[src/hw/plot_params.svh]
`ifndef PLOT_PARAMS_SVH
`define PLOT_PARAMS_SVH

// Signed coordinate width, shared by position, center and end point
`define PLOT_POS_BITS 12

// Unsigned squared distance, wide enough for the sum of two squares
`define PLOT_R2_BITS (2 * `PLOT_POS_BITS + 2)

// One root bit per pair of squared radius bits
`define PLOT_R_BITS (`PLOT_R2_BITS / 2)

// Step cap is factor * radius + factor
`define PLOT_CAP_FACTOR 8

`endif

[src/hw/plot_pkg.sv]
`include "plot_params.svh"

package plot_pkg;

	typedef logic signed [`PLOT_POS_BITS-1:0] pos_t;
	typedef logic [`PLOT_R2_BITS-1:0] r2_t;
	typedef logic [`PLOT_R_BITS-1:0] root_t;

	typedef enum logic [2:0] {
		OP_MOVE = 3'd0,
		OP_PEN_UP = 3'd1,
		OP_PEN_DOWN = 3'd2,
		OP_ARC_CW = 3'd3,
		OP_ARC_CCW = 3'd4
	} opcode_t;

	typedef enum logic [1:0] {Q1, Q2, Q3, Q4} quadrant_t;

	// Counter-clockwise order starting on the positive x axis
	typedef enum logic [2:0] {E, NE, N, NW, W, SW, S, SE} step_dir_t;

	typedef enum logic [2:0] {ARC_IDLE, ARC_SQRT, ARC_STEP, ARC_END} arc_state_t;

	function automatic logic signed [1:0] dir_dx(step_dir_t dir);
		case (dir)
			E, NE, SE: return 2'sb01;
			W, NW, SW: return 2'sb11;
			default: return 2'sb00;
		endcase
	endfunction

	function automatic logic signed [1:0] dir_dy(step_dir_t dir);
		case (dir)
			N, NE, NW: return 2'sb01;
			S, SE, SW: return 2'sb11;
			default: return 2'sb00;
		endcase
	endfunction

endpackage

[src/hw/int_sqrt.sv]
`timescale 1ns/1ps
`include "plot_params.svh"

module int_sqrt (
	input logic clk,
	input logic reset,
	input logic sqrt_start,
	input plot_pkg::r2_t sqrt_in,
	output logic sqrt_done,
	output plot_pkg::root_t sqrt_out
);

	localparam int ROOT_BITS = `PLOT_R_BITS;
	localparam int REM_BITS = `PLOT_R_BITS + 2;
	localparam int CNT_BITS = $clog2(ROOT_BITS);
	localparam logic [CNT_BITS-1:0] CNT_LOAD = CNT_BITS'(ROOT_BITS - 1);

	plot_pkg::r2_t rad;
	logic [REM_BITS-1:0] rem;
	plot_pkg::root_t root;
	logic busy;
	logic [CNT_BITS-1:0] cnt;

	plot_pkg::r2_t src_rad;
	logic [REM_BITS-1:0] src_rem;
	plot_pkg::root_t src_root;
	logic [REM_BITS-1:0] shifted;
	logic [REM_BITS-1:0] trial;
	logic fits;

	// The start cycle already resolves the top bit pair
	always_comb begin
		src_rad = sqrt_start ? sqrt_in : rad;
		src_rem = sqrt_start ? '0 : rem;
		src_root = sqrt_start ? '0 : root;
		shifted = {src_rem[REM_BITS-3:0], src_rad[`PLOT_R2_BITS-1 -: 2]};
		trial = {src_root, 2'b01};
		fits = shifted >= trial;
	end

	always_ff @(posedge clk) begin
		if (reset) begin
			busy <= 1'b0;
			cnt <= '0;
			sqrt_done <= 1'b0;
		end else begin
			sqrt_done <= 1'b0;
			if (sqrt_start) begin
				busy <= 1'b1; // A start while busy restarts the root
				cnt <= CNT_LOAD;
			end else if (busy) begin
				cnt <= cnt - 1'b1;
				if (cnt == CNT_BITS'(1)) begin
					busy <= 1'b0;
					sqrt_done <= 1'b1;
				end
			end
		end
	end

	always_ff @(posedge clk) begin
		if (sqrt_start || busy) begin
			rad <= src_rad << 2;
			rem <= fits ? shifted - trial : shifted;
			root <= {src_root[ROOT_BITS-2:0], fits};
		end
	end

	assign sqrt_out = root;

	done_after_start: assert property (@(posedge clk) disable iff (reset)
		sqrt_done |-> $past(sqrt_start, ROOT_BITS));

endmodule

[config.mk]
export PLATFORM = sky130hd
export DESIGN_NAME = int_sqrt
export DESIGN_NICKNAME = d
export VERILOG_FILES = /design/src/hw/plot_pkg.sv /design/src/hw/int_sqrt.sv
export VERILOG_INCLUDE_DIRS = /design/src /design/src/hw
export SDC_FILE = /design/constraint.sdc
export NUM_CORES = 1
export LEC_CHECK = 0
export BUFFER_PORTS_ARGS = -buffer_cell sky130_fd_sc_hd__buf_2
export CELL_PAD_IN_SITES_DETAIL_PLACEMENT = 0
export CELL_PAD_IN_SITES_GLOBAL_PLACEMENT = 2
export CORE_ASPECT_RATIO = 0.6
export CORE_MARGIN = 1
export CORE_UTILIZATION = 40
export CTS_BUF_LIST = sky130_fd_sc_hd__clkbuf_4 sky130_fd_sc_hd__clkbuf_8
export DETAILED_ROUTE_END_ITERATION = 10
export MAX_ROUTING_LAYER = met4
export PLACE_DENSITY_LB_ADDON = 0.1
export SYNTH_ARGS = -nofsm -noshare
export SYNTH_HDL_FRONTEND = slang
export SYNTH_SLANG_ARGS = --single-unit
[constraint.sdc]
create_clock -name clk -period 3.3 [get_ports clk]
set_clock_uncertainty 0.2 [all_clocks]
set_input_delay 0 -clock clk [delete_from_list [all_inputs] [get_ports clk]]
set_output_delay 0 -clock clk [all_outputs]
set_load 0.05 [all_outputs]
Word level (Yosys, flattened, before mapping). Index checks and enable logic that the tools add are counted.

Add/subtract/negate cells: 2. $lt $le $gt $ge: 1. Eq/ne operators: 1. Mux-type cells: 10. Bitwise operators: 1. Reductions and logical operators: 4.

Operators with widths (number): $mux 13 (3); $mux 26 (1); $ge 15x15->1 (1); $sub 13x13->13 (1); $mux 4 (2); $eq 4x1->1 const B (1); $mux 1 (4); $sub 4x1->4 const B (1); $reduce_or 3->1 (1); $reduce_bool 2->1 (1); $reduce_or 2->1 (1); $logic_or 1x1->1 (1); $not 1->1 (1).

Register bits: 56. Word-level logic and storage cells: 27.

Depth between registers and ports, before layout.
Depth in word-level cells: 4. Mapped depth: 12. Mapped depth without buffers: 9.

Worst setup path before layout. OpenSTA, ideal clock, no wires.

Path kind: reg2reg. Start: reg root[1], in the netlist sqrt_out[1]. End: reg rem[10], data pin. Arrival time: 2.568 ns. Required time: 2.840 ns. Slack: 0.271 ns. Cell stages (with the launch flop): 11. Path buffers: 1. Cells stage by stage: edfxtp_1 -> nand2b_1 -> ha_1 -> nand3_1 -> a211o_1 -> a21oi_2 -> a41oi_2 -> o21a_2 -> inv_4 -> buf_12 -> mux2_4.

Cells in the longest elaborated chain, start to end: 3.

Ends and longest elaborated chain: from (decl) (line int_sqrt.sv:20) `plot_pkg::root_t root;`; from (signal assigned) (line int_sqrt.sv:65) `root <= {src_root[ROOT_BITS-2:0], fits};`; $mux 13 (line int_sqrt.sv:35) `src_root = sqrt_start ? '0 : root;`; $ge 15x15->1 (line int_sqrt.sv:38) `fits = shifted >= trial;`; net fits (line int_sqrt.sv:29) `logic fits;`; $mux 13 (line int_sqrt.sv:64) `rem <= fits ? shifted - trial : shifted;`; to (signal assigned) (line int_sqrt.sv:64); to (decl) (line int_sqrt.sv:19) `logic [REM_BITS-1:0] rem;`.

The timed path passes the listed nets, and every way through them passes these cells. A chain may end at the register's enable or synchronous reset.

Final worst setup path.
Start: reg rem[1]. End: reg rem[2], data pin.

Cells in the longest elaborated chain, start to end: 3.

Ends and longest elaborated chain: $mux 13 (line int_sqrt.sv:34) `src_rem = sqrt_start ? '0 : rem;`; $ge 15x15->1 (line int_sqrt.sv:38); $mux 13 (line int_sqrt.sv:64).

No other way between the ends.

==> flow_summary_export.csv <==
group,metric,value,unit
sta,drv_slew,0,
synth,syn_area,0.00313,mm²
floorplanning,ios,43,
sta,fin_ws,0.336,ns
sta,finalCritPeriodShare,0.898,
global_routing,grt_overflow_total,0,
clocking,insertion_delay,0.32,ns
clocking,clk_pin_slew_worst_paths,0.09,ns
setup_path,critPathLaunchType,"flop",
synth,synth_ff_type,"edfxtp_1",
floorplanning,initial_core_util,0.422,
setup_path,path_cells,"nor2b_1 > ha_1 > nand3_1 > a211o_1 > a21oi_2 > a41oi_2 > o21a_2 > inv_4 > mux2_2",
clocking,clockRootBuffer,"clkbuf_8",
place,pre_cts_ws,0.264,ns
cells_and_area,final_cell_mix,"edfxtp_1, buf_2, mux2_2",
setup_path,crit_path_top_delay_cell,"ha_1",
synth,syn-num-nets,302,
outcome,status,"complete, no violations",
cells_and_area,diodes,0,
setup_path,r2r_slack,0.34,ns
sta,hold_viol,0,
synth,synth_seq_cells,56,
floorplanning,dieWidth,116,µm
job,maxCapViolations,0,
synth,synth_edf_count,50,
sta,worst_slew_pin_slew,0.515,ns
setup_path,max_stage_delay,0.41,ns
sta,fmax,0.337,GHz
global_routing,grt_pass1_wl,10100,µm
global_routing,antenna_found_initial,0,
floorplanning,die_y,70.6,µm
setup_path,arrival,2.83,ns
power_and_ir_drop,p_leak,1.62,nW
setup_path,end_kind,"flop",
setup_path,crit_type,"reg2reg",
clocking,clock-sinks,56,
place,place_congestion,0.780,
synth,synthCells,256,
global_routing,grt_pass1_vias,2015,
clocking,numCtsBuffers,5,
sta,layout_min_cycle_time,2.96,ns
routing,drc_errors,0,
routing,ant_nets,0,
synth,async_reset_ff_frac,0,
sta,tns,0,ns
floorplanning,rows,24,
synth,yosys_warnings,0,
setup_path,crit_buf_inv,1,
floorplanning,dieArea,0.00820,mm²
routing,drtIter0Drc,112,
power_and_ir_drop,power.density,678,mW/mm²
cells_and_area,area_growth,21.6,%
synth,syn_avg_cell_area,12.2,µm²
global_routing,grt_use_total,0.168,
synth,synth_top_area_frac,0.479,
cells_and_area,nets,372,
synth,synth_top_area_cell,"edfxtp_1",
sta,slew_headroom,0.656,
cells_and_area,drive_gt1_frac,0.284,
sta,setup_viol,0,
synth,yosysUniqueCellTypes,44,
global_routing,grt_start_max_net_pins,33,
clocking,clockBufferDepth,2,
cells_and_area,n_fill_cell,688,
sta,rsz0062_at_grt,"no",
setup_path,required,3.17,ns
place,port-buffer-count,42,
synth,ys_top_cells_by_area,"edfxtp_1, mux2_2, ha_1, dfxtp_1, xnor2_1",
routing,drt-total-wl,6210,µm
power_and_ir_drop,ir_drop,0.350,mV
setup_path,cpLargestDelayFamily,"compound AO/OA/AOI/OAI gates",
routing,wire_per_inst,14.4,µm
routing,first_pass_iters,4,
clocking,cts-htree-levels,2,
worst_hold_path,min_path_type,"in2reg",
routing,vias_per_cell,4.78,
floorplanning,coreArea,0.00742,mm²
setup_path,crit_fanout,13,
place,hpwl,4310,µm
cells_and_area,final_common_cell,"edfxtp_1",
clocking,cts_tree,"built",
routing,vias,2061,
synth,seq_area_frac_synth,0.518,
-- layout make-up --
cell class / count / area [µm²] / share of cell area
Sequential cell: 56 / 1620 / 0.426
Timing Repair Buffer: 72 / 510 / 0.134
Tap cell: 104 / 130 / 0.0342
Clock buffer: 7 / 83.8 / 0.0220
Multi-Input combinational cell: 174 / 1390 / 0.366
Clock inverter: 1 / 3.75 / 0.000985
Inverter: 17 / 66.3 / 0.0174
-- synthesized netlist by cell type, types with 2 or more instances --
cell	number
a21boi_0	2
a21o_1	5
a21oi_1	11
and2_1	3
and3_1	3
buf_1	3
clkbuf_1	4
dfxtp_1	6
edfxtp_1	50
ha_1	17
inv_1	16
mux2_2	26
mux2_4	6
mux2i_1	3
nand2_1	8
nand2b_1	15
nand3_1	4
nor2_1	15
nor2b_1	12
nor3_1	2
nor4b_1	2
o21ai_0	5
or2_2	3
xnor2_1	11
xor2_1	5
-- worst reg2reg max path, delay by kind of cell (launching register included) --
kind / cells / cell delay [ns]
AO/OA/AOI/OAI: 4 / 0.95
adder cells (fa/ha/maj): 1 / 0.41
AND/OR/NAND/NOR: 2 / 0.25
flip-flops: 1 / 0.36
buffers and inverters: 1 / 0.19
multiplexers: 1 / 0.37
-- report_power, final --
part / total [mW] / switching (mW) / internal (mW) / leakage [nW]
clock: 0.383 / 0.218 / 0.165 / 0.0467
combinational: 1.17 / 0.608 / 0.566 / 1.01
sequential: 1.03 / 0.0530 / 0.974 / 0.565
total: 2.58 / 0.879 / 1.71 / 1.62
-- routing by layer --
metal,GRT usage,part of all wire
met5,-,0
met4,0.0513,0.012
met3,0.0386,0.040
met2,0.210,0.39
met1,0.261,0.56
-- flip-flops by register name, indices dropped and copies added (netlist names) --
signal,cells
rad,24
rem,13
sqrt_out,13
cnt,4
busy,1
sqrt_done,1
-- path summary, 6_finish.rpt --
check	startpoint	to	depth (start not counted)
max reg2reg	rem[1]$_DFFE_PP_	rem[2]$_DFFE_PP_	9
min	sqrt_in[25]	rem[1]$_DFFE_PP_	3
max	rem[1]$_DFFE_PP_	rem[2]$_DFFE_PP_	9
min reg2reg	cnt[1]$_SDFFE_PP0P_	cnt[1]$_SDFFE_PP0P_	2
-- stage by stage --
step / std cells / hold slack, ns / power (mW) / cell area [µm²] / utilization
detailed placement: 398 / 0.0595 / 2.19 / 3470 / 0.468
finish: 431 / 0.00538 / 2.58 / 3810 / 0.514
CTS: 431 / 0.0170 / 2.60 / 3810 / 0.514
floorplan: 256 / -0.128 / 2.00 / 3130 / -
global route: 431 / 0.0404 / 2.76 / 3810 / 0.514
global placement: 398 / 0.0675 / 2.20 / 3470 / 0.468
-- cell families (layout without fill, tap and decap cells) --
| kind of cell | count (synthesis) | after routing | share of synthesized area |
|---|---|---|---|
| compound gates | 36 | 36 | 0.0799 |
| xor+xnor | 16 | 16 | 0.0447 |
| fa+ha+maj | 17 | 17 | 0.0679 |
| mux | 35 | 35 | 0.132 |
| buf+inv | 26 | 97 | 0.0375 |
| simple gates | 70 | 70 | 0.121 |
| flops | 56 | 56 | 0.518 |
-- repair_timing --
item / 4_1_cts / 5_1_grt
hold endpoints to repair: 30 / 0
buffers inserted: 0 / 0
hold buffers: 25 / 0
resized for setup: 0 / 0
(Power assumes the default switching activity.)
