==> config.mk <==
export PLATFORM = sky130hd
export DESIGN_NAME = arc_handler
export DESIGN_NICKNAME = d
export VERILOG_FILES = /design/src/hw/plot_pkg.sv /design/src/hw/arc_handler.sv
export VERILOG_INCLUDE_DIRS = /design/src /design/src/hw
export SDC_FILE = /design/constraint.sdc
export NUM_CORES = 1
export LEC_CHECK = 0
export CELL_PAD_IN_SITES_DETAIL_PLACEMENT = 0
export CELL_PAD_IN_SITES_GLOBAL_PLACEMENT = 1
export CORE_AREA = 2 2 202 204
export DETAILED_ROUTE_END_ITERATION = 10
export DIE_AREA = 0 0 204 206
export DONT_BUFFER_PORTS = 1
export PLACE_DENSITY = 0.81
export SYNTH_ARGS = -nofsm -noshare
export SYNTH_HDL_FRONTEND = slang
export SYNTH_SLANG_ARGS = --single-unit
==> constraint.sdc <==
create_clock -name clk -period 23.6 [get_ports clk]
set_clock_uncertainty 0.1 [all_clocks]
set_input_delay 3.54 -clock clk [delete_from_list [all_inputs] [get_ports clk]]
set_output_delay 3.54 -clock clk [all_outputs]
set_load 0.02 [all_outputs]
==> src/hw/plot_params.svh <==
`ifndef PLOT_PARAMS_SVH
`define PLOT_PARAMS_SVH

// Signed coordinate width, shared by position, center and end point
`define PLOT_POS_BITS 12

// Unsigned squared distance, wide enough for the sum of two squares
`define PLOT_R2_BITS (2 * `PLOT_POS_BITS + 2)

// One root bit per pair of squared radius bits
`define PLOT_R_BITS (`PLOT_R2_BITS / 2)

// Step cap is factor * radius + factor
`define PLOT_CAP_FACTOR 8

`endif

==> src/hw/plot_pkg.sv <==
`include "plot_params.svh"

package plot_pkg;

	typedef logic signed [`PLOT_POS_BITS-1:0] pos_t;
	typedef logic [`PLOT_R2_BITS-1:0] r2_t;
	typedef logic [`PLOT_R_BITS-1:0] root_t;

	typedef enum logic [2:0] {
		OP_MOVE = 3'd0,
		OP_PEN_UP = 3'd1,
		OP_PEN_DOWN = 3'd2,
		OP_ARC_CW = 3'd3,
		OP_ARC_CCW = 3'd4
	} opcode_t;

	typedef enum logic [1:0] {Q1, Q2, Q3, Q4} quadrant_t;

	// Counter-clockwise order starting on the positive x axis
	typedef enum logic [2:0] {E, NE, N, NW, W, SW, S, SE} step_dir_t;

	typedef enum logic [2:0] {ARC_IDLE, ARC_SQRT, ARC_STEP, ARC_END} arc_state_t;

	function automatic logic signed [1:0] dir_dx(step_dir_t dir);
		case (dir)
			E, NE, SE: return 2'sb01;
			W, NW, SW: return 2'sb11;
			default: return 2'sb00;
		endcase
	endfunction

	function automatic logic signed [1:0] dir_dy(step_dir_t dir);
		case (dir)
			N, NE, NW: return 2'sb01;
			S, SE, SW: return 2'sb11;
			default: return 2'sb00;
		endcase
	endfunction

endpackage

==> src/hw/arc_handler.sv <==
`timescale 1ns/1ps
`include "plot_params.svh"

module arc_handler (
	input logic clk,
	input logic reset,
	input logic arc_start,
	input logic arc_cw,
	input plot_pkg::pos_t center_x,
	input plot_pkg::pos_t center_y,
	input plot_pkg::pos_t end_x,
	input plot_pkg::pos_t end_y,
	input plot_pkg::pos_t pos_x,
	input plot_pkg::pos_t pos_y,
	input logic sqrt_done,
	input plot_pkg::root_t sqrt_out,
	input plot_pkg::step_dir_t next_dir,
	output logic sqrt_start,
	output plot_pkg::r2_t sqrt_in,
	output plot_pkg::pos_t rel_x,
	output plot_pkg::pos_t rel_y,
	output logic cw,
	output plot_pkg::r2_t r2,
	output logic step,
	output plot_pkg::step_dir_t step_dir,
	output logic arc_done,
	output logic arc_overrun
);

	localparam int CAP_BITS = `PLOT_R_BITS + $clog2(`PLOT_CAP_FACTOR) + 1;
	localparam logic [CAP_BITS-1:0] CAP_FACTOR = CAP_BITS'(`PLOT_CAP_FACTOR);

	plot_pkg::arc_state_t state;
	plot_pkg::pos_t cen_x;
	plot_pkg::pos_t cen_y;
	plot_pkg::pos_t tgt_x;
	plot_pkg::pos_t tgt_y;
	logic [CAP_BITS-1:0] cap;
	logic [CAP_BITS-1:0] count;
	logic [CAP_BITS-1:0] count_next;
	logic overrun;

	plot_pkg::pos_t start_dx;
	plot_pkg::pos_t start_dy;
	logic signed [`PLOT_R2_BITS-1:0] wide_dx;
	logic signed [`PLOT_R2_BITS-1:0] wide_dy;
	plot_pkg::r2_t start_r2;
	plot_pkg::pos_t next_x;
	plot_pkg::pos_t next_y;
	logic at_end;
	logic cap_hit;

	always_comb begin
		start_dx = pos_x - center_x; // Start radius uses the center as it arrives
		start_dy = pos_y - center_y;
		wide_dx = start_dx;
		wide_dy = start_dy;
		start_r2 = $unsigned(wide_dx * wide_dx + wide_dy * wide_dy);

		rel_x = pos_x - cen_x;
		rel_y = pos_y - cen_y;

		// End test looks at the position this step will produce
		next_x = pos_x + plot_pkg::pos_t'(plot_pkg::dir_dx(next_dir));
		next_y = pos_y + plot_pkg::pos_t'(plot_pkg::dir_dy(next_dir));
		at_end = (next_x == tgt_x) && (next_y == tgt_y);
		count_next = count + 1'b1;
		cap_hit = count_next == cap;
	end

	assign sqrt_in = r2;
	assign step = state == plot_pkg::ARC_STEP;
	assign step_dir = next_dir;
	assign arc_done = state == plot_pkg::ARC_END;
	assign arc_overrun = arc_done && overrun;

	always_ff @(posedge clk) begin
		if (reset) begin
			state <= plot_pkg::ARC_IDLE;
			sqrt_start <= 1'b0;
			count <= '0;
			overrun <= 1'b0;
		end else begin
			sqrt_start <= 1'b0;
			case (state)
				plot_pkg::ARC_IDLE: begin
					if (arc_start) begin
						state <= plot_pkg::ARC_SQRT;
						sqrt_start <= 1'b1;
					end
				end
				plot_pkg::ARC_SQRT: begin
					if (sqrt_done) begin
						state <= plot_pkg::ARC_STEP;
						count <= '0;
						overrun <= 1'b0;
					end
				end
				plot_pkg::ARC_STEP: begin
					count <= count_next;
					if (at_end || cap_hit) begin
						state <= plot_pkg::ARC_END;
						overrun <= !at_end; // Landing on the end point wins over the cap
					end
				end
				plot_pkg::ARC_END: state <= plot_pkg::ARC_IDLE;
				default: state <= plot_pkg::ARC_IDLE;
			endcase
		end
	end

	always_ff @(posedge clk) begin
		if (state == plot_pkg::ARC_IDLE && arc_start) begin
			cen_x <= center_x;
			cen_y <= center_y;
			tgt_x <= end_x;
			tgt_y <= end_y;
			cw <= arc_cw;
			r2 <= start_r2;
		end
		if (sqrt_done)
			cap <= CAP_FACTOR * CAP_BITS'(sqrt_out) + CAP_FACTOR;
	end

	// Steps form one unbroken run that begins right after the root
	step_run: assert property (@(posedge clk) disable iff (reset)
		step |-> $past(sqrt_done) || $past(step));

	done_pulse: assert property (@(posedge clk) disable iff (reset)
		arc_done |=> !arc_done);

endmodule

Word-level counts from Yosys, hierarchy flattened
Index checks and enable logic that the tools add are counted.
{ "op_classes": {"n_addsub": 9, "multipliers": 2, "div_mod_pow": 0, "magnitude_cmp": 0, "n_eq_ne": 16, "shifts": 0, "mux": 12, "bitwise_logic": 1, "n_reduce_logical": 16} }
{ "op_table": {"columns": ["operator", "count"], "rows": [
  ["multiplier 12 x 12 -> 24 bit", 2],
  ["subtractor 12 bit", 4],
  ["one-hot mux 17 bit (2 select lines)", 1],
  ["adder 24 x 24 -> 25 bit", 1],
  ["adder 12 x 2 -> 12 bit", 2],
  ["== test 12 bit", 2],
  ["adder 16 x 4 -> 17 bit, second input constant", 1],
  ["adder 17 x 1 -> 17 bit, second input constant", 1],
  ["== test 17 bit", 1],
  ["2-to-1 mux 17 bit", 1],
  ["== test 3 x 2 -> 1 bit, second input constant", 4],
  ["== test 3 bit, second input constant", 4],
  ["OR reduction 3 bit", 4],
  ["2-to-1 mux 3 bit", 3],
  ["one-hot mux 3 bit (3 select lines)", 1],
  ["one-hot mux 2 bit (2 select lines)", 2],
  ["== test 3 x 1 -> 1 bit, second input constant", 2],
  ["zero test 3 bit", 2],
  ["AND reduction 3 bit", 2],
  ["!= test 2 bit, second input constant", 2],
  ["logical AND 1 bit", 3],
  ["2-to-1 mux 1 bit", 3],
  ["!= test 2 x 1 -> 1 bit, second input constant", 1],
  ["one-hot mux 1 bit (2 select lines)", 1],
  ["6 further kinds", 6]
]} }
{ "totals": {"reg_bits": 114, "latch_bits": 0, "ram_bits": 0, "mem_bits_ro": 0, "input_bits": 93, "out_inout_bits": 84, "n_memories": 0} }

Logic depth before layout (Yosys ltp)
Gate-level depths: netlist of the first run.
{ "logic_depth": {"ltp_word": 9, "ltp_mapped": 37} }

Least setup slack after synthesis of the first run
No wires, ideal clock.
{ "synth_timing": {"path_kind": "input-to-reg", "start": "input port center_y[1]", "end": "register r2[24], data pin", "setup_ps": 260, "arrival_time_ps": 11078, "path_slack_ps": 12162, "cell_stages": 32, "path_buffers": 0, "path_cell_list": "inv_1 -> ha_1 -> nor2b_1 -> o21ai_0 -> a21boi_0 -> o2111ai_1 -> nand3_1 -> o41ai_1 -> xnor2_1 -> clkinv_1 -> nor2_1 -> inv_1 -> fa_1 -> fa_1 -> inv_1 -> fa_1 -> fa_1 -> fa_1 -> fa_1 -> inv_1 -> fa_1 -> inv_1 -> ha_1 -> a21o_1 -> a21o_1 -> a21oi_1 -> nor2_1 -> a21oi_1 -> o311a_1 -> o21bai_1 -> a21oi_1 -> xnor2_1"} }
{ "synth_via": {"elab_chain_cells": 3} }
{ "synth_rtl": {"columns": ["item", "line", "source"], "rows": [
  ["start: declaration", "arc_handler.sv:10", "input plot_pkg::pos_t center_y,"],
  ["subtractor 12 bit", "arc_handler.sv:55", "start_dy = pos_y - center_y;"],
  ["multiplier 12 x 12 -> 24 bit", "arc_handler.sv:58", "start_r2 = $unsigned(wide_dx * wide_dx + wide_dy * wide_dy);"],
  ["adder 24 x 24 -> 25 bit", "arc_handler.sv:58", null],
  ["via start_r2[24]", "arc_handler.sv:47", "plot_pkg::r2_t start_r2;"],
  ["end signal: assignment", "arc_handler.sv:119", "r2 <= start_r2;"],
  ["end: declaration", "arc_handler.sv:23", "output plot_pkg::r2_t r2,"]
]} }
The timed path passes the listed nets, and every way through them passes these cells.
A chain may end at the register's enable or synchronous reset.

Worst setup path in the final report of the first run
Ends and elaborated chain as after synthesis.

==> impl_results.md, run 1 <==
- Setup Crit Path Kind: in2reg
- First-pass GRT wire length: about 67000 µm
- Later-pin clock latency in the skew report: around 400 ps
- Max Root-Sink Buffers: 2
- Tmin final: roughly 12000 ps
- Main combinational cell family by area after synthesis: adder cells
- Htree depth: 3
- Crit path max fanout: 18
- Final Cell Area: around 18000 µm²
- Syn_area_per_cell: 9.56 µm²
- RePlAce Congestion: about 0.90
- Fin. max-slew vios: 0
- Routed len/inst: approximately 18 µm
- Ant diodes: 0
- RSZ-0062 raised after global routing: no
- Vias per cell: about 5.2
- Post-synth top cells: inv_1, fa_1, ha_1, nor2_1, nand2_1
- Cts hold-fix bufs: 0
- CTS clk-pin slew, worst paths: approximately 80 ps
- Adder-Cell Fraction of Synth Area: 45.0%
- Layout Nets: between 2000 and 2500
- Remaining DRCs: 0
- Kind of end point of the critical path: flip-flop
- EDFF count, synth: 88
- CTS tree: built
- Post-synthesis sequential area ratio: ~17%
- Net count after synthesis: around 2400
- Fin. Hold Viols: 0
- Setup slack, reg-to-reg: ~20000 ps
- Min-Delay Path Class: reg2reg
- Grt ovf: 0
- Routed WL: 41300 µm
- Largest net degree at the start of global routing: 66
- Setup tns final: 0 ps
- DRT Pass-1 Iters: 5
- XOR/XNOR Fraction of Synth Area: between 6 and 7%
- Max Cap Viol: 0
- Most frequent CP cell: fa_1
- Initial drt markers: 575
- Period Utilization, post-route: ~50%
- Estimated wirelength of the detail-placed design: 34900 µm
- Async S/R FF share, synth: 0%
- Setup violators final: 0
- Synthesized instance count: ~1900
- Synth unique cells: 79
- Most common cell in the netlist: inv_1
- Top post-synthesis cells by area: fa_1, edfxtp_1, ha_1
- Clk sink count: between 100 and 150
- Share of cells above drive strength 1: under 10%
- Num CTS Buffers: 9
- Area grow syn2layout: 4.13%
- Syn Std Cell Area: 17700 µm²
- Core Region: 40200 µm²
- Vias in the first global route: roughly 13000
- CP Launch Type: input port
- Final non-filler cell total: ~2400
- Worst Path Required: about 24000 ps
- Initial antenna violation count: 0
- Vias: 12319
- Post-CTS setup buffers: 0
- Total GRT Usage: roughly 20%
- Post-CTS sizing: 0
- Die W: between 200 and 250 µm
- Fin Hold WS: roughly 400 ps
- Most used DFF post-synth: edfxtp_1
- Worst relative slew slack: between 10% and 20%
- Maximum clock rate: approximately 84 MHz
- Post-route ant nets: 0
- PortBufs: 0
- Tightest Pin Transition: between 1000 and 1500 ps
- Post-DP Area: approximately 18000 µm²
- Synth Area in Simple Gates: 11.3%
- Yosys reg bits: 109
- Die ar.: between 40000 and 50000 µm²
- Root Buffer: clkbuf_16
- Outcome: finished clean
- Slowest cell on crit path: fa_1
- # IOs: 177
- Post-synthesis compound-gate area fraction: 8.38%
- Worst EP arrival: 11980 ps
- Placed Cells incl. Taps: roughly 2300
- Height of the die: about 210 µm
- Post-synthesis mux area share: less than 1%
- # rows: 74
- Yosys warnings: 0
- Leading area contributor after synthesis: fa_1
- Top cell type's share of synthesized area: 33.2%
- Initial core utilization: about 44%
- Slowest stage delay, CP: slightly above 900 ps
[cells by family after synthesis]
logic type | count (synthesis)
compound gates | 226
mux | 6
simple gates | 430
buf+inv | 486
xor+xnor | 136
fa+ha+maj | 461
flops | 109
[state kept, by name (all words and copies together), names as in the netlist]
name,cells
state,2
tgt_x,12
tgt_y,12
cen_x,12
cap,14
cw,1
r2,25
sqrt_start,1
overrun,1
cen_y,12
count,17
[routing by layer]
metal	track usage [%]	up-vias	share of wire [%]
li1	-	5769	-
met1	25.5	6213	41
met2	35.7	269	51
met3	3.72	68	4.8
met4	8.18	0	3.3
met5	0	-	0
[stage by stage]
step                      utilization [%]  setup WS [ps]
after CTS                            45.9          11660
after global routing                 45.9          10990
after floorplan                         -          12160
after detailed placement             45.1          11230
after global placement               45.1          11510
final                                45.9          11670
[cell type report]
cell class              count  area [µm²]
clock inverters             6        76.3
clock buffers              10         250
fillers                  3815       21700
well taps                 532         666
flip-flops and latches    109        3060
multi-input cells        1259       12700
inverters                 433        1630
repair buffers              6        45.0
[final timing paths]
path	startpoint	to	cells past startpoint
setup / recovery	center_y[1]	r2[24]$_DFFE_PP_	33
hold / removal	count[16]$_SDFFE_PP0P_	count[16]$_SDFFE_PP0P_	2
hold reg to reg	count[16]$_SDFFE_PP0P_	count[16]$_SDFFE_PP0P_	2
setup reg to reg	count[0]$_SDFFE_PP0P_	state[0]$_SDFFE_PP0P_	9
[layout by cell type, fill, tap and decap left out, drive strengths merged, types with 5 or more instances in the layout]
cell | synthesis | routed
a21o | 20 | 20
buf | 31 | 6
nor2b | 17 | 17
mux2i | 5 | 5
fa | 294 | 294
o21bai | 5 | 5
a22oi | 7 | 7
or3 | 16 | 16
nor4 | 5 | 5
nand2 | 104 | 104
clkbuf | 22 | 10
o21ai | 57 | 57
or2 | 7 | 7
clkinv | 7 | 8
a221oi | 5 | 5
nor3 | 37 | 37
dfxtp | 21 | 21
and2 | 6 | 6
edfxtp | 88 | 88
and3 | 15 | 15
a21boi | 14 | 14
nand3 | 25 | 25
o211ai | 6 | 6
a31oi | 11 | 11
inv | 426 | 428
ha | 167 | 167
nand2b | 25 | 25
xnor2 | 94 | 94
xor2 | 42 | 42
nand4 | 6 | 6
a21oi | 54 | 54
nor2 | 154 | 154
[worst max-delay path, delay by kind of cell]
family	cells	cell delay, ps
AOI/OAI and AO/OA	11	2250
and+or+nand+nor	4	620
adders and majority gates	9	4470
buffers and inverters	7	810
xor gates and xnor gates	2	250
Power of run 1 is not shown: default switching activity piles up to over one toggle a cycle in this logic, so the estimate is an artifact.
==> run 2: changes to the inputs <==
--- a/config.mk
+++ b/config.mk
@@ -12,7 +12,7 @@
 export DETAILED_ROUTE_END_ITERATION = 10
 export DIE_AREA = 0 0 204 206
 export DONT_BUFFER_PORTS = 1
-export PLACE_DENSITY = 0.81
+export PLACE_DENSITY = 0.84
 export SYNTH_ARGS = -nofsm -noshare
 export SYNTH_HDL_FRONTEND = slang
 export SYNTH_SLANG_ARGS = --single-unit
==> constraint.sdc (replaced) <==
create_clock -name clk -period 10.9 [get_ports clk]
set_clock_uncertainty 0.1 [all_clocks]
set_input_delay 1.635 -clock clk [delete_from_list [all_inputs] [get_ports clk]]
set_output_delay 1.635 -clock clk [all_outputs]
set_load 0.02 [all_outputs]
==> run 2 against run 1 <==
- register-to-register slack lost 13000 ps
- die area unchanged
- design area increased by 0.47%
- worst hold slack hardly changed
- final cell count grew 0.76%
- non-clock buffer count up 17
- first-iteration DRC count up 13%
- flip-flop and latch count did not move
- setup slack got worse by 11000 ps
- sequential share of layout area down 0.078 points
- critical path depth is 2 lower
- largest cell class unchanged
==> impl_results.md, run 2 (synthesis results as in run 1) <==
- Final Cell Area: 18500 µm² (+0.47%)
- Share of cells above drive strength 1: 3.21% (+0.90 points)
- Worst Reg-to-Reg Cells: 9 (unchanged)
- Die W: 204 µm (unchanged)
- RSZ-0062 raised after global routing: no
- Grt ovf: 0 (unchanged)
- Layout Nets: 2389 (+0.72%)
- Initial drt markers: 652 (+13%)
- Fin. Hold Viols: 0 (unchanged)
- Cts hold-fix bufs: 0 (unchanged)
- Initial core utilization: 44.1% (unchanged)
- Most frequent CP cell: fa_1
- CP Launch Type: input port
- Post-CTS sizing: 0 (unchanged)
- Min-delay src: count[16]$_SDFFE_PP0P_
- Area grow syn2layout: 4.62%
- RePlAce Congestion: 0.878 (-2.2%)
- Core Region: 40200 µm² (unchanged)
- Max FFs per register: 25 (unchanged)
- Hold EP: count[16]$_SDFFE_PP0P_
- Post-DP Area: 18300 µm² (+0.70%)
- Kind of end point of the critical path: flip-flop
- Setup tns final: 0 ps (unchanged)
- Root Buffer: clkbuf_16
- Fin. max-slew vios: 0 (unchanged)
- Worst EP arrival: 10050 ps (-1930 ps)
- Htree depth: 3 (unchanged)
- Min-Delay Path Class: reg2reg
- Die ar.: 42000 µm² (unchanged)
- Total GRT Usage: 20.2% (-0.40 points)
- Routed len/inst: 17.2 µm (-2.2%)
- First-pass GRT wire length: 65700 µm (-1.4%)
- Height of the die: 206 µm (unchanged)
- Slowest stage delay, CP: 620 ps (-300 ps)
- Vias per cell: 5.20 (-0.50%)
- Commonest non-fill, non-tap cell in the layout: inv_1
- Setup slack, reg-to-reg: 7470 ps (-12530 ps)
- Largest net degree at the start of global routing: 68 (+3.0%)
- Worst r2r src: tgt_y[11]$_DFFE_PP_
- Maximum clock rate: ~100 MHz
- Multi-input gate area: 12700 µm² (unchanged)
- CP startpoint: pos_y[0]
- Post-route ant nets: 0 (unchanged)
- Period Utilization, post-route: approximately 92%
- Crit path max fanout: 10 (-8)
- R2r endpoint: state[0]$_SDFFE_PP0P_
- DRT Pass-1 Iters: 5 (unchanged)
- # rows: 74 (unchanged)
- PortBufs: 0 (unchanged)
- Slowest cell on crit path: fa_1
- Remaining DRCs: 0 (unchanged)
- Tightest Pin Transition: 946 ps (-291 ps)
- CTS clk-pin slew, worst paths: 80 ps (about the same)
- Fin Hold WS: 402 ps (-0.313 ps)
- Clk sink count: 109 (unchanged)
- Final non-filler cell total: 2373 (+0.76%)
- CTS tree: built
- Most frequent cells in the layout: inv_1, fa_1, ha_1
- Initial antenna violation count: 0 (unchanged)
- Vias in the first global route: 12852 (+0.95%)
- Vias: 12351 (+0.26%)
- Estimated wirelength of the detail-placed design: 34600 µm (-0.93%)
- Max Cap Viol: 0 (unchanged)
- Top reg by flops: r2
- Register area: 3060 µm² (unchanged)
- Setup Crit Path Kind: in2reg
- Outcome: finished clean
- Routed WL: 40700 µm (-1.5%)
- Setup violators final: 0 (unchanged)
- Post-CTS setup buffers: 0 (unchanged)
- # IOs: 177 (unchanged)
- Max Root-Sink Buffers: 2 (unchanged)
- Placed Cells incl. Taps: 2356 (+0.73%)
- Later-pin clock latency in the skew report: 380 ps (-20 ps)
- Num CTS Buffers: 9 (unchanged)
- Largest registers: r2 (25), count (17), cap (14)
- Worst Path Required: 10930 ps (-12720 ps)
- Hold depth: 2 (unchanged)
- Worst relative slew slack: 37.0% (+20 points)
- Tmin final: ~10000 ps
- Fill cell count: 3820 (+0.13%)
[run 2: cell count changes in the layout (fill, tap and decap cells not counted), sizes merged]
cell    delta
diode      +1
bufinv     -1
clkinv     +1
buf       +17
[run 2: layout make-up]
cell class | count | area share (%)
diodes | 1 | 0.0135
well taps | 532 | 3.59
repair buffers | 23 | 0.931
clock inverters | 6 | 0.243
multi-input cells | 1259 | 68.7
clock buffers | 10 | 1.29
flip-flops and latches | 109 | 16.5
inverters | 433 | 8.76
[run 2: per-layer routing]
metal  vias to the layer above  track usage, %  part of all wire, %
li1                       5805               -                    -
met1                      6174            25.0                   40
met2                       299            34.9                   51
met3                        73            3.74                  5.2
met4                         0            7.95                  3.3
met5                         -               0                    0
[run 2: critical path, delay by kind of cell]
kind | cells | cell delay, ps
AOI/OAI and AO/OA | 10 | 2260
xor gates and xnor gates | 2 | 510
adders and majority gates | 10 | 4320
buffers and inverters | 5 | 770
and+or+nand+nor | 4 | 540
[run 2: through the flow]
| step | setup slack, ps | util, % |
|---|---|---|
| finish | 881 | 46.2 |
| global route | 352 | 46.1 |
| CTS | 919 | 46.1 |
| detailed placement | 473 | 45.4 |
| global placement | 575 | 45.4 |
| floorplan | 1370 | - |
[run 2: worst max path at each step]
stage	end	slack, ps
after CTS	r2[24]$_DFFE_PP_	920
after detailed placement	r2[24]$_DFFE_PP_	470
after global routing	r2[24]$_DFFE_PP_	350
after global placement	r2[24]$_DFFE_PP_	580
final	r2[24]$_DFFE_PP_	880
after floorplan	r2[24]$_DFFE_PP_	1370
Power of run 2 is left out for the same reason.
