## config.mk

```make
export PLATFORM = sky130hd
export DESIGN_NAME = op_dispatch
export DESIGN_NICKNAME = d
export VERILOG_FILES = /design/src/hw/plot_pkg.sv /design/src/hw/op_dispatch.sv
export VERILOG_INCLUDE_DIRS = /design/src /design/src/hw
export SDC_FILE = /design/constraint.sdc
export NUM_CORES = 1
export LEC_CHECK = 0
export ABC_AREA = 1
export BUFFER_PORTS_ARGS = -buffer_cell sky130_fd_sc_hd__buf_2
export CAP_MARGIN = 20
export CORE_AREA = 4 4 109 111
export DETAILED_ROUTE_END_ITERATION = 10
export DIE_AREA = 0 0 113 115
export GPL_TIMING_DRIVEN = 0
export PLACE_DENSITY = 0.76
export SLEW_MARGIN = 0
export SYNTH_ARGS = -nofsm -noshare
export SYNTH_HDL_FRONTEND = slang
export SYNTH_SLANG_ARGS = --single-unit
```

## constraint.sdc

```tcl
create_clock -name clk -period 1.98 [get_ports clk]
set_input_delay 0.099 -clock clk [delete_from_list [all_inputs] [get_ports clk]]
set_output_delay 0.099 -clock clk [all_outputs]
set_load 0.005 [all_outputs]
```

## src/hw/plot_params.svh

```systemverilog
`ifndef PLOT_PARAMS_SVH
`define PLOT_PARAMS_SVH

// Signed coordinate width, shared by position, center and end point
`define PLOT_POS_BITS 12

// Unsigned squared distance, wide enough for the sum of two squares
`define PLOT_R2_BITS (2 * `PLOT_POS_BITS + 2)

// One root bit per pair of squared radius bits
`define PLOT_R_BITS (`PLOT_R2_BITS / 2)

// Step cap is factor * radius + factor
`define PLOT_CAP_FACTOR 8

`endif

```

## src/hw/plot_pkg.sv

```systemverilog
`include "plot_params.svh"

package plot_pkg;

	typedef logic signed [`PLOT_POS_BITS-1:0] pos_t;
	typedef logic [`PLOT_R2_BITS-1:0] r2_t;
	typedef logic [`PLOT_R_BITS-1:0] root_t;

	typedef enum logic [2:0] {
		OP_MOVE = 3'd0,
		OP_PEN_UP = 3'd1,
		OP_PEN_DOWN = 3'd2,
		OP_ARC_CW = 3'd3,
		OP_ARC_CCW = 3'd4
	} opcode_t;

	typedef enum logic [1:0] {Q1, Q2, Q3, Q4} quadrant_t;

	// Counter-clockwise order starting on the positive x axis
	typedef enum logic [2:0] {E, NE, N, NW, W, SW, S, SE} step_dir_t;

	typedef enum logic [2:0] {ARC_IDLE, ARC_SQRT, ARC_STEP, ARC_END} arc_state_t;

	function automatic logic signed [1:0] dir_dx(step_dir_t dir);
		case (dir)
			E, NE, SE: return 2'sb01;
			W, NW, SW: return 2'sb11;
			default: return 2'sb00;
		endcase
	endfunction

	function automatic logic signed [1:0] dir_dy(step_dir_t dir);
		case (dir)
			N, NE, NW: return 2'sb01;
			S, SE, SW: return 2'sb11;
			default: return 2'sb00;
		endcase
	endfunction

endpackage

```

## src/hw/op_dispatch.sv

```systemverilog
`timescale 1ns/1ps

module op_dispatch (
	input logic clk,
	input logic reset,
	input logic op_valid,
	input plot_pkg::opcode_t op_code,
	input plot_pkg::pos_t op_x,
	input plot_pkg::pos_t op_y,
	input plot_pkg::pos_t op_i,
	input plot_pkg::pos_t op_j,
	input logic arc_step,
	input plot_pkg::step_dir_t arc_step_dir,
	input logic arc_done,
	input logic arc_overrun_in,
	output logic rdy,
	output logic op_dropped,
	output logic op_illegal,
	output logic arc_start,
	output logic arc_cw,
	output plot_pkg::pos_t center_x,
	output plot_pkg::pos_t center_y,
	output plot_pkg::pos_t end_x,
	output plot_pkg::pos_t end_y,
	output plot_pkg::pos_t pos_x,
	output plot_pkg::pos_t pos_y,
	output logic pen_down,
	output logic step,
	output plot_pkg::step_dir_t step_dir,
	output logic done,
	output logic arc_overrun
);

	logic busy;
	logic accept;
	logic legal;

	assign accept = op_valid && !busy;
	assign rdy = !busy;

	always_comb begin
		case (op_code)
			plot_pkg::OP_MOVE,
			plot_pkg::OP_PEN_UP,
			plot_pkg::OP_PEN_DOWN,
			plot_pkg::OP_ARC_CW,
			plot_pkg::OP_ARC_CCW: legal = 1'b1;
			default: legal = 1'b0;
		endcase
	end

	always_ff @(posedge clk) begin
		if (reset) begin
			busy <= 1'b0;
			op_dropped <= 1'b0;
			op_illegal <= 1'b0;
			arc_start <= 1'b0;
			pos_x <= '0;
			pos_y <= '0;
			pen_down <= 1'b0;
			step <= 1'b0;
			done <= 1'b0;
			arc_overrun <= 1'b0;
		end else begin
			op_dropped <= op_valid && busy;
			op_illegal <= accept && !legal;
			arc_start <= 1'b0;
			step <= arc_step;
			done <= arc_done;
			arc_overrun <= arc_done && arc_overrun_in;
			if (done)
				busy <= 1'b0; // Ready again in the cycle after done
			if (arc_step) begin
				pos_x <= pos_x + plot_pkg::pos_t'(plot_pkg::dir_dx(arc_step_dir));
				pos_y <= pos_y + plot_pkg::pos_t'(plot_pkg::dir_dy(arc_step_dir));
			end
			if (accept && legal) begin
				busy <= 1'b1;
				case (op_code)
					plot_pkg::OP_MOVE: begin
						pos_x <= op_x; // A move is a jump with the pen raised
						pos_y <= op_y;
						pen_down <= 1'b0;
						done <= 1'b1;
					end
					plot_pkg::OP_PEN_UP: begin
						pen_down <= 1'b0;
						done <= 1'b1;
					end
					plot_pkg::OP_PEN_DOWN: begin
						pen_down <= 1'b1;
						done <= 1'b1;
					end
					default: begin
						arc_start <= 1'b1;
						pen_down <= 1'b1;
					end
				endcase
			end
		end
	end

	always_ff @(posedge clk) begin
		step_dir <= arc_step_dir;
		if (accept) begin
			center_x <= pos_x + op_i;
			center_y <= pos_y + op_j;
			end_x <= op_x;
			end_y <= op_y;
			arc_cw <= op_code == plot_pkg::OP_ARC_CW;
		end
	end

	step_while_busy: assert property (@(posedge clk) disable iff (reset)
		arc_step |-> busy);

endmodule

```

## Yosys cells after proc, flatten, opt, wreduce, memory -nomap -nowiden

Index checks and enable logic that the tools add are counted.

| cells by class | value |
|---|---|
| reductions and logical operators | 18 |
| multiplexer cells | 19 |
| add/sub/neg operators | 4 |
| bitwise gates (word level) | 1 |
| equality and inequality tests | 11 |

Operators by type and width:

| kind | count |
|---|---|
| 2-to-1 mux 12 bit | 6 |
| adder 12 bit | 2 |
| adder 12 x 2 -> 12 bit | 2 |
| equality test 3 bit, second input constant | 5 |
| OR reduction 3 bit | 5 |
| equality test 3 x 2 -> 1 bit, second input constant | 4 |
| 2-to-1 mux 2 bit | 4 |
| case mux 2 bit (2 select lines) | 2 |
| 2-to-1 mux 1 bit | 7 |
| equality test 3 x 1 -> 1 bit, second input constant | 2 |
| logical NOT 3 bit | 2 |
| logical AND 1 bit | 5 |
| OR reduction 5 bit | 1 |
| OR reduction 2 bit | 2 |
| logical NOT 1 bit | 2 |
| nonzero test 2 bit | 1 |
| inverter 1 bit | 1 |

| storage, ports and cells | value |
|---|---|
| word-level logic and storage cells | 69 |
| output and inout port bits | 84 |
| input bits | 60 |
| register bits after elaboration | 84 |

## Logic depth before layout (Yosys ltp)

Gate-level depths: netlist of run 1.

| logic depth | value |
|---|---|
| depth in word-level cells | 9 |
| depth in mapped cells | 14 |
| mapped depth without buffers | 14 |

## Least setup slack after synthesis of run 1

No wires, ideal clock.

| timing | value |
|---|---|
| kind | register to register |
| from | reg busy |
| to | reg arc_start |
| library setup time | 0.081 ns |
| data required time | 1.899 ns |
| stages on the path, launching flop included | 6 |
| slack | 0.020 ns |
| buffers on the path | 0 |
| clock period less this slack | 1.960 ns |
| data arrival time | 1.880 ns |
| cells stage by stage | dfxtp_1 -> inv_2 -> nand2_2 -> inv_1 -> nand2_1 -> nor3_1 |

| on the way | value |
|---|---|
| longest elaborated chain between the ends | 5 |

Ends and longest elaborated chain:

| element | RTL line | text |
|---|---|---|
| from (decl) | op_dispatch.sv:34 | `logic busy;` |
| from (signal assigned) | op_dispatch.sv:54 | `busy <= 1'b0;` |
| from (signal assigned) | op_dispatch.sv:72 | `busy <= 1'b0;` |
| from (signal assigned) | op_dispatch.sv:78 | `busy <= 1'b1;` |
| logical NOT 1 bit | -- |  |
| via rdy | op_dispatch.sv:16 | `output logic rdy,` |
| logical AND 1 bit | op_dispatch.sv:38 | `assign accept = op_valid && !busy;` |
| via accept | op_dispatch.sv:35 | `logic accept;` |
| logical AND 1 bit | op_dispatch.sv:77 | `if (accept && legal) begin` |
| inverter 1 bit (no source line) | -- |  |
| OR reduction 2 bit (no source line) | -- |  |
| to (signal assigned) | op_dispatch.sv:57 | `arc_start <= 1'b0;` |
| to (signal assigned) | op_dispatch.sv:67 | `arc_start <= 1'b0;` |
| to (signal assigned) | op_dispatch.sv:95 | `arc_start <= 1'b1;` |
| to (decl) | op_dispatch.sv:19 | `output logic arc_start,` |

The timed path passes the listed nets, and every way through them passes these cells.
A chain may end at the register's enable or synchronous reset.

## Worst setup path in the final report of run 1

| timing | value |
|---|---|
| from | reg pos_x[0] |
| to | reg center_x[8] (data pin) |

| on the way | value |
|---|---|
| longest elaborated chain between the ends | 1 |

Ends and longest elaborated chain:

| element | RTL line | text |
|---|---|---|
| from (decl) | op_dispatch.sv:25 | `output plot_pkg::pos_t pos_x,` |
| from (signal assigned) | op_dispatch.sv:74 | `pos_x <= pos_x + plot_pkg::pos_t'(plot_pkg::dir_dx(arc_step_dir));` |
| from (signal assigned) | op_dispatch.sv:81 | `pos_x <= op_x;` |
| adder 12 bit | op_dispatch.sv:106 | `center_x <= pos_x + op_i;` |
| to (signal assigned) | op_dispatch.sv:106 |  |
| to (decl) | op_dispatch.sv:21 | `output plot_pkg::pos_t center_x,` |

Every way passes these cells.

==> reports/summary.md, run 1 <==
## Die
* 10,800 um2 — CORE AREA
* 47.8% — starting utilization of the core area
* 13,000 um2 — die area
* 144 — count of pins on the block boundary
* 115 um — Die H
* 38 — # rows
* 113 um — Die W

## Synth
* 49 — count of flip-flops with a built-in enable after synthesis
* sky130_fd_sc_hd__edfxtp_1 (29%), sky130_fd_sc_hd__dfxtp_1 (14%), sky130_fd_sc_hd__nand2_1 (12%) — largest cells by area after synthesis
* 36 — number of unique standard cell types used by synthesis
* 728 — post-synthesis net count
* 42.1% — part of the Yosys area used for sequential elements
* 8.31 um2 — synthesized area per cell
* 28.6% — post-synth top area share
* 620 — synthesized instance count
* sky130_fd_sc_hd__edfxtp_1 — cell accounting for the most synthesized area
* 5150 um2 — Netlist Area Pre-Place
* 0 — total of warnings raised by yosys
* sky130_fd_sc_hd__edfxtp_1 — top_reg_cell synth
* 84 — synthesized flop and latch total
* 0% — async set-or-reset flop fraction in the synthesized netlist

## Global route
* 4,707 — via count of the first global-routing pass
* 0 — aggregate global routing overflow
* 28 — pin count of the biggest net entering global routing
* 22,300 um — first-pass GRT wire length
* 0 — initial antenna violation count
* 21.4% — GRT Overall Usage

## Timing
* 0 — Final Slew Violations
* false — unrepaired setup endpoints after global routing
* 0.547 GHz — FMAX
* 29.3 ps — final hold slack
* 0 — count of final hold-check violations
* 1830 ps — min cycle time layout
* 52.0% — Worst slew margin
* 720 ps — actual transition at the worst max-transition pin
* 0 — number of setup violations in the final report
* 0 ps — setup TNS
* 92.4% — post-route clock period utilization
* 9.67 ps — worst clock skew

## Clock tree
* 84 — number of sinks handled by clock tree synthesis
* 2 — clock tree buffer depth
* 9 — number of buffers created by CTS
* 80 ps — register clock-pin slew on the reported worst setup and hold paths
* 0 — number of setup buffers added after CTS
* 360 ps — Clock Latency Late Sink
* sky130_fd_sc_hd__clkbuf_8 — library cell used as clock root buffer
* done — CTS tree
* 3 — number of H-tree branching levels

## Route
* 257 — Iter 0 DRT Violations
* 4,818 — total via count after detailed routing
* 0 — number of remaining DRC errors
* 13,900 um — final wirelength
* 5.07 — Via density
* 14.6 um — detail-routed net length per standard cell
* 0 — count of antenna-violating nets left after detailed routing
* 5 — Detailed Routing Iterations Pass 1

## Finish
* 24.3% — share of post-route cells with drive strength above 1
* 941 — Fill cells
* 951 — number of cells in the finished layout apart from fillers
* 27.7% — layout overhead on the synthesized area
* 0 — antenna cell count
* 914 — layout net count
* 6580 um2 — Final Cell Area

## Critical path
* 4 — Max Fanout on Critical Path
* register — kind of launch point of the worst setup path
* register — CP Capture Type
* 2100 ps — critical path data required time
* reg -> reg — category of the most critical setup path
* 1950 ps — endpoint arrival time on the critical path

## Pwr
* 3.28 nW — leakage power figure
* 4.89 mW — total power after layout
* 743 nW/um2 — total power divided by cell area
* 417 uV — worst vdd ir

## Hold path
* in -> reg — class of the most critical hold timing path

## Place
* 10,600 um — HPWL reported at the end of detailed placement
* 6060 um2 — instance area after placement
* 142 — Port-buffer cells
* 903 — number of placed instances, taps included
* 0.911 — final weighted congestion in routability-driven placement

## Outcome
* finished, final reports clean — status

## Run
* 0 — total of max-cap violations

placed cells by master (no fill, tap or decap), types with 10 or more instances in the layout:
cell type                       instances
sky130_fd_sc_hd__o21ai_0               17
sky130_fd_sc_hd__nor2_1                51
sky130_fd_sc_hd__xor2_1                19
sky130_fd_sc_hd__a21oi_1               58
sky130_fd_sc_hd__edfxtp_1              49
sky130_fd_sc_hd__ha_1                  44
sky130_fd_sc_hd__inv_1                 65
sky130_fd_sc_hd__dfxtp_1               31
sky130_fd_sc_hd__xnor2_1               10
sky130_fd_sc_hd__nand2_1              158
sky130_fd_sc_hd__dlygate4sd3_1         32
sky130_fd_sc_hd__nand3_1               40
sky130_fd_sc_hd__buf_2                148
registers in the layout, summed over array words and instances, names as in the netlist, 3 cells and up:
name	flops
step_dir	3
center_x	12
center_y	12
pos_y	12
end_x	12
pos_x	12
end_y	12
critical path: stages, from the launching register on:
cell and delay [ps]:
sky130_fd_sc_hd__dfxtp_2 370, sky130_fd_sc_hd__ha_1 180, sky130_fd_sc_hd__inv_1 60, sky130_fd_sc_hd__fa_2 380, sky130_fd_sc_hd__nor3_1 200, sky130_fd_sc_hd__nor2_1 100
sky130_fd_sc_hd__nor2_1 110, sky130_fd_sc_hd__nor2_1 60, sky130_fd_sc_hd__xor2_1 130
final timing paths:
kind	startpoint	endpoint	slack, ps	cells after the start
setup / recovery	pos_x[0]	center_x[8]	150	8
hold / removal	op_i[0]	center_x[0]	30	2
setup reg to reg	pos_x[0]	center_x[8]	150	8
hold reg to reg	busy	op_dropped	450	2
final cells by class:
cell class	count	area (um2)	share of cell area, %
Multi-Input combinational cell	453	2670	40.5
Sequential cell	84	2180	33.1
Timing Repair Buffer	175	1050	16.0
Inverter	72	270	4.11
Tap cell	140	175	2.66
Clock buffer	10	128	1.94
Buffer	11	60.1	0.912
Clock inverter	6	55.1	0.836
stage by stage:
step	utilization (%)	setup slack, ps
after global placement	56.0	-484
after detailed placement	56.1	-131
after CTS	60.8	18.4
after floorplan	-	19.7
after global routing	61.0	5.40
final	61.0	151
timing repair:
| action | in CTS | in global routing |
|---|---|---|
| hold buffers | 32 | 0 |
| setup endpoints to repair | 0 | 5 |
| hold endpoints to repair | 35 | 0 |
| resized for setup | 0 | 9 |
where the power goes:
group | total (mW) | internal, mW | switching [mW]
sequential | 2.21 | 2.09 | 0.117
clock | 1.20 | 0.571 | 0.624
combinational | 1.48 | 0.643 | 0.842
cells in the mapped netlist, types with 3 or more instances:
master and count:
sky130_fd_sc_hd__nand3b_1 9, sky130_fd_sc_hd__nand2_2 3, sky130_fd_sc_hd__inv_2 6, sky130_fd_sc_hd__nand3_1 40
sky130_fd_sc_hd__xnor2_1 10, sky130_fd_sc_hd__buf_2 6, sky130_fd_sc_hd__o21ai_0 17, sky130_fd_sc_hd__nand2_1 158
sky130_fd_sc_hd__xor2_1 19, sky130_fd_sc_hd__a21oi_1 58, sky130_fd_sc_hd__nor3_1 6, sky130_fd_sc_hd__nand4_1 9
sky130_fd_sc_hd__nor2_1 51, sky130_fd_sc_hd__edfxtp_1 49, sky130_fd_sc_hd__ha_1 44, sky130_fd_sc_hd__dfxtp_1 35
sky130_fd_sc_hd__a211oi_2 3, sky130_fd_sc_hd__fa_1 4, sky130_fd_sc_hd__inv_1 66, sky130_fd_sc_hd__nand3_2 4
cells by family after synthesis:
family	Yosys count	share of synthesized area (%)
xor+xnor	29	4.93
buf+inv	83	6.41
simple gates	284	24.0
compound gates	92	10.3
flops	84	42.1
fa+ha+maj	48	12.2
layer usage:
| layer | GRT usage [%] | up-vias | wire length [um] |
|---|---|---|---|
| met4 | 6.33 | 0 | 234 |
| met5 | 0 | - | 0 |
| met3 | 4.84 | 20 | 1090 |
| li1 | - | 2454 | - |
| met1 | 27.5 | 2169 | 6110 |
| met2 | 36.4 | 175 | 6440 |
No activity file was read; power rests on OpenSTA's default activity.
==> inputs of run 2 (changes only) <==
- CELL_PAD_IN_SITES_DETAIL_PLACEMENT: default -> 0
- CELL_PAD_IN_SITES_GLOBAL_PLACEMENT: default -> 1
- CORE_AREA: 4 4 109 111 -> 4 4 127 129
- DIE_AREA: 0 0 113 115 -> 0 0 131 133
==> run 2 against run 1 <==
Effect of this change:
- clock power is 58% higher
- utilization is 16 points lower
- total power is 15% higher
- clock skew is 3.1 ps lower
- worst setup slack worse by 20 ps
- final cell count is 5.0% higher
- wire length is 7.6% higher
- combinational power hardly changed
- register-to-register slack worse by 20 ps
- largest cell class unchanged
- highest routed layer unchanged
==> reports/summary.md, run 2 (same netlist as run 1, synthesis figures left out) <==
## Outcome
* finished, final reports clean — status

## Global route
* 23,800 um — first-pass GRT wire length
* 23.5% — fraction of met1 tracks used by global routing
* 0 — aggregate global routing overflow
* 33 — pin count of the biggest net entering global routing
* 4,713 — via count of the first global-routing pass
* 27.7% — met2 Use GR
* 17.5% — GRT Overall Usage
* 0 — initial antenna violation count
* met2 — busiest layer in global routing
* 4.00% — Global Route met3 Usage

## Critical path
* 8 — depth of the most critical reg-to-reg path
* pos_y[0] — Crit. Startpoint
* center_y[8] — CP endpoint
* 1940 ps — endpoint arrival time on the critical path
* center_y[8] — worst reg2reg path endpoint
* register — kind of launch point of the worst setup path
* ha_1 -> inv_1 -> fa_2 -> nor3_1 -> nor2_1 -> nor2_1 -> nor2_1 -> xor2_1 — Critical Path, Cell by Cell
* sky130_fd_sc_hd__dfxtp_2 — Critical Path Slowest Stage Cell
* 8 — CP Depth
* 130 ps — reg-to-reg setup timing slack
* 4 — Max Fanout on Critical Path
* 1 — total buffers and inverters traversed by the critical path
* pos_y[0] — Crit Reg-Reg Startpoint
* reg -> reg — category of the most critical setup path
* adder cells — largest delay contributor family on the critical path
* register — CP Capture Type
* 2080 ps — critical path data required time
* sky130_fd_sc_hd__nor2_1 — most prevalent standard cell on the critical path
* 390 ps — largest stage delay on the critical path

## Pwr
* 3.36 nW — leakage power figure
* 824 nW/um2 — total power divided by cell area
* 420 uV — worst vdd ir

## Timing
* 52.6 ps — final hold slack
* 131 ps — final critical-path setup slack
* false — unrepaired setup endpoints after global routing
* 0 — number of setup violations in the final report
* 0.541 GHz — FMAX
* 50.7% — Worst slew margin
* 739 ps — actual transition at the worst max-transition pin
* 0 — Final Slew Violations
* 1850 ps — min cycle time layout
* 0 ps — setup TNS
* 6.55 ps — worst clock skew
* 93.4% — post-route clock period utilization
* 0 — count of final hold-check violations

## Die
* 133 um — Die H
* 144 — count of pins on the block boundary
* 131 um — Die W
* 17,400 um2 — die area
* 15,000 um2 — CORE AREA
* 34.3% — starting utilization of the core area
* 45 — # rows

## Route
* 4,831 — total via count after detailed routing
* 0 — number of remaining DRC errors
* 15.0 um — detail-routed net length per standard cell
* 5 — Detailed Routing Iterations Pass 1
* 243 — Iter 0 DRT Violations
* 14,900 um — final wirelength
* 0 — count of antenna-violating nets left after detailed routing
* 4.84 — Via density

## Finish
* 45.3% — utilization after layout
* sky130_fd_sc_hd__nand2_1 (157), sky130_fd_sc_hd__buf_2 (148), sky130_fd_sc_hd__inv_1 (65) — commonest non-fill, non-tap cells in the layout
* 6800 um2 — Final Cell Area
* 2670 um2 — multi-input gate area in the final layout
* 24.7% — share of post-route cells with drive strength above 1
* 2180 um2 — storage element area
* 32.0% — layout overhead on the synthesized area
* 914 — layout net count
* sky130_fd_sc_hd__nand2_1 — most common cell after layout, fill and taps aside
* 0 — antenna cell count
* 1,467 — Fill cells

## Clock tree
* 350 ps — Clock Latency Late Sink
* done — CTS tree
* sky130_fd_sc_hd__clkbuf_16 — library cell used as clock root buffer
* 84 — number of sinks handled by clock tree synthesis
* 3 — number of H-tree branching levels
* 2 — clock tree buffer depth
* 9 — number of buffers created by CTS
* 60 ps — register clock-pin slew on the reported worst setup and hold paths

## Run
* 0 — total of max-cap violations

## Place
* -174 ps — pre-CTS setup slack
* 11,500 um — HPWL reported at the end of detailed placement
* 6120 um2 — instance area after placement
* 0.929 — final weighted congestion in routability-driven placement
* 142 — Port-buffer cells

## Hold path
* in -> reg — class of the most critical hold timing path

[run 2: changes by cell type in the layout (fill, tap and decap cells not counted), sizes merged]
cell      change
clkinv        -3
clkbuf        +4
clkinvlp      -1
[run 2: cell type report]
class | count | share of cell area [%]
Multi-Input combinational cell | 453 | 39.2
Sequential cell | 84 | 32.0
Timing Repair Buffer | 175 | 15.4
Clock buffer | 14 | 4.51
Inverter | 72 | 3.97
Tap cell | 188 | 3.46
Buffer | 11 | 0.883
Clock inverter | 2 | 0.515
[run 2: worst min-delay path by stage]
stage | start | end | slack (ps) | depth (start not counted)
floorplan | arc_step_dir[0] | step_dir[0] | 130 | 0
global placement | arc_step_dir[0] | step_dir[0] | 250 | 1
detailed placement | arc_step_dir[0] | step_dir[0] | 250 | 1
CTS | op_code[2] | pen_down | 50 | 3
global route | op_i[0] | center_x[0] | 60 | 2
finish | op_code[2] | pen_down | 50 | 3
[run 2: metrics by stage]
step | total power, mW | std cells
2_1_floorplan | 3.17 | 620
3_3_place_gp | 3.67 | 950
3_5_place_dp | 3.70 | 951
4_1_cts | 5.65 | 999
5_1_grt | 5.94 | 999
6_report | 5.60 | 999
[run 2: worst reg2reg max path, stage by stage (launching register included)]
cell and delay, ps:
sky130_fd_sc_hd__dfxtp_2 390, sky130_fd_sc_hd__ha_1 200, sky130_fd_sc_hd__inv_1 60, sky130_fd_sc_hd__fa_2 380
sky130_fd_sc_hd__nor3_1 190, sky130_fd_sc_hd__nor2_1 90, sky130_fd_sc_hd__nor2_1 110, sky130_fd_sc_hd__nor2_1 60
sky130_fd_sc_hd__xor2_1 130
[run 2: where the power goes]
part	internal [mW]	total, mW	switching (mW)
registers	2.10	2.22	0.126
logic	0.644	1.50	0.853
clock network	1.20	1.89	0.689
total	3.94	5.60	1.67
[run 2: metal layers]
layer | part of all wire (%) | vias up
met5 | 0 | -
met4 | 1.9 | 0
met3 | 5.7 | 18
met2 | 45 | 131
met1 | 47 | 2227
li1 | - | 2455
[run 2: repair_timing]
action | in CTS | in global routing
buffers inserted | 0 | 0
hold endpoints to repair | 31 | 0
hold buffers | 32 | 0
resized for setup | 2 | 8
endpoints found under the setup margin | 2 | 6
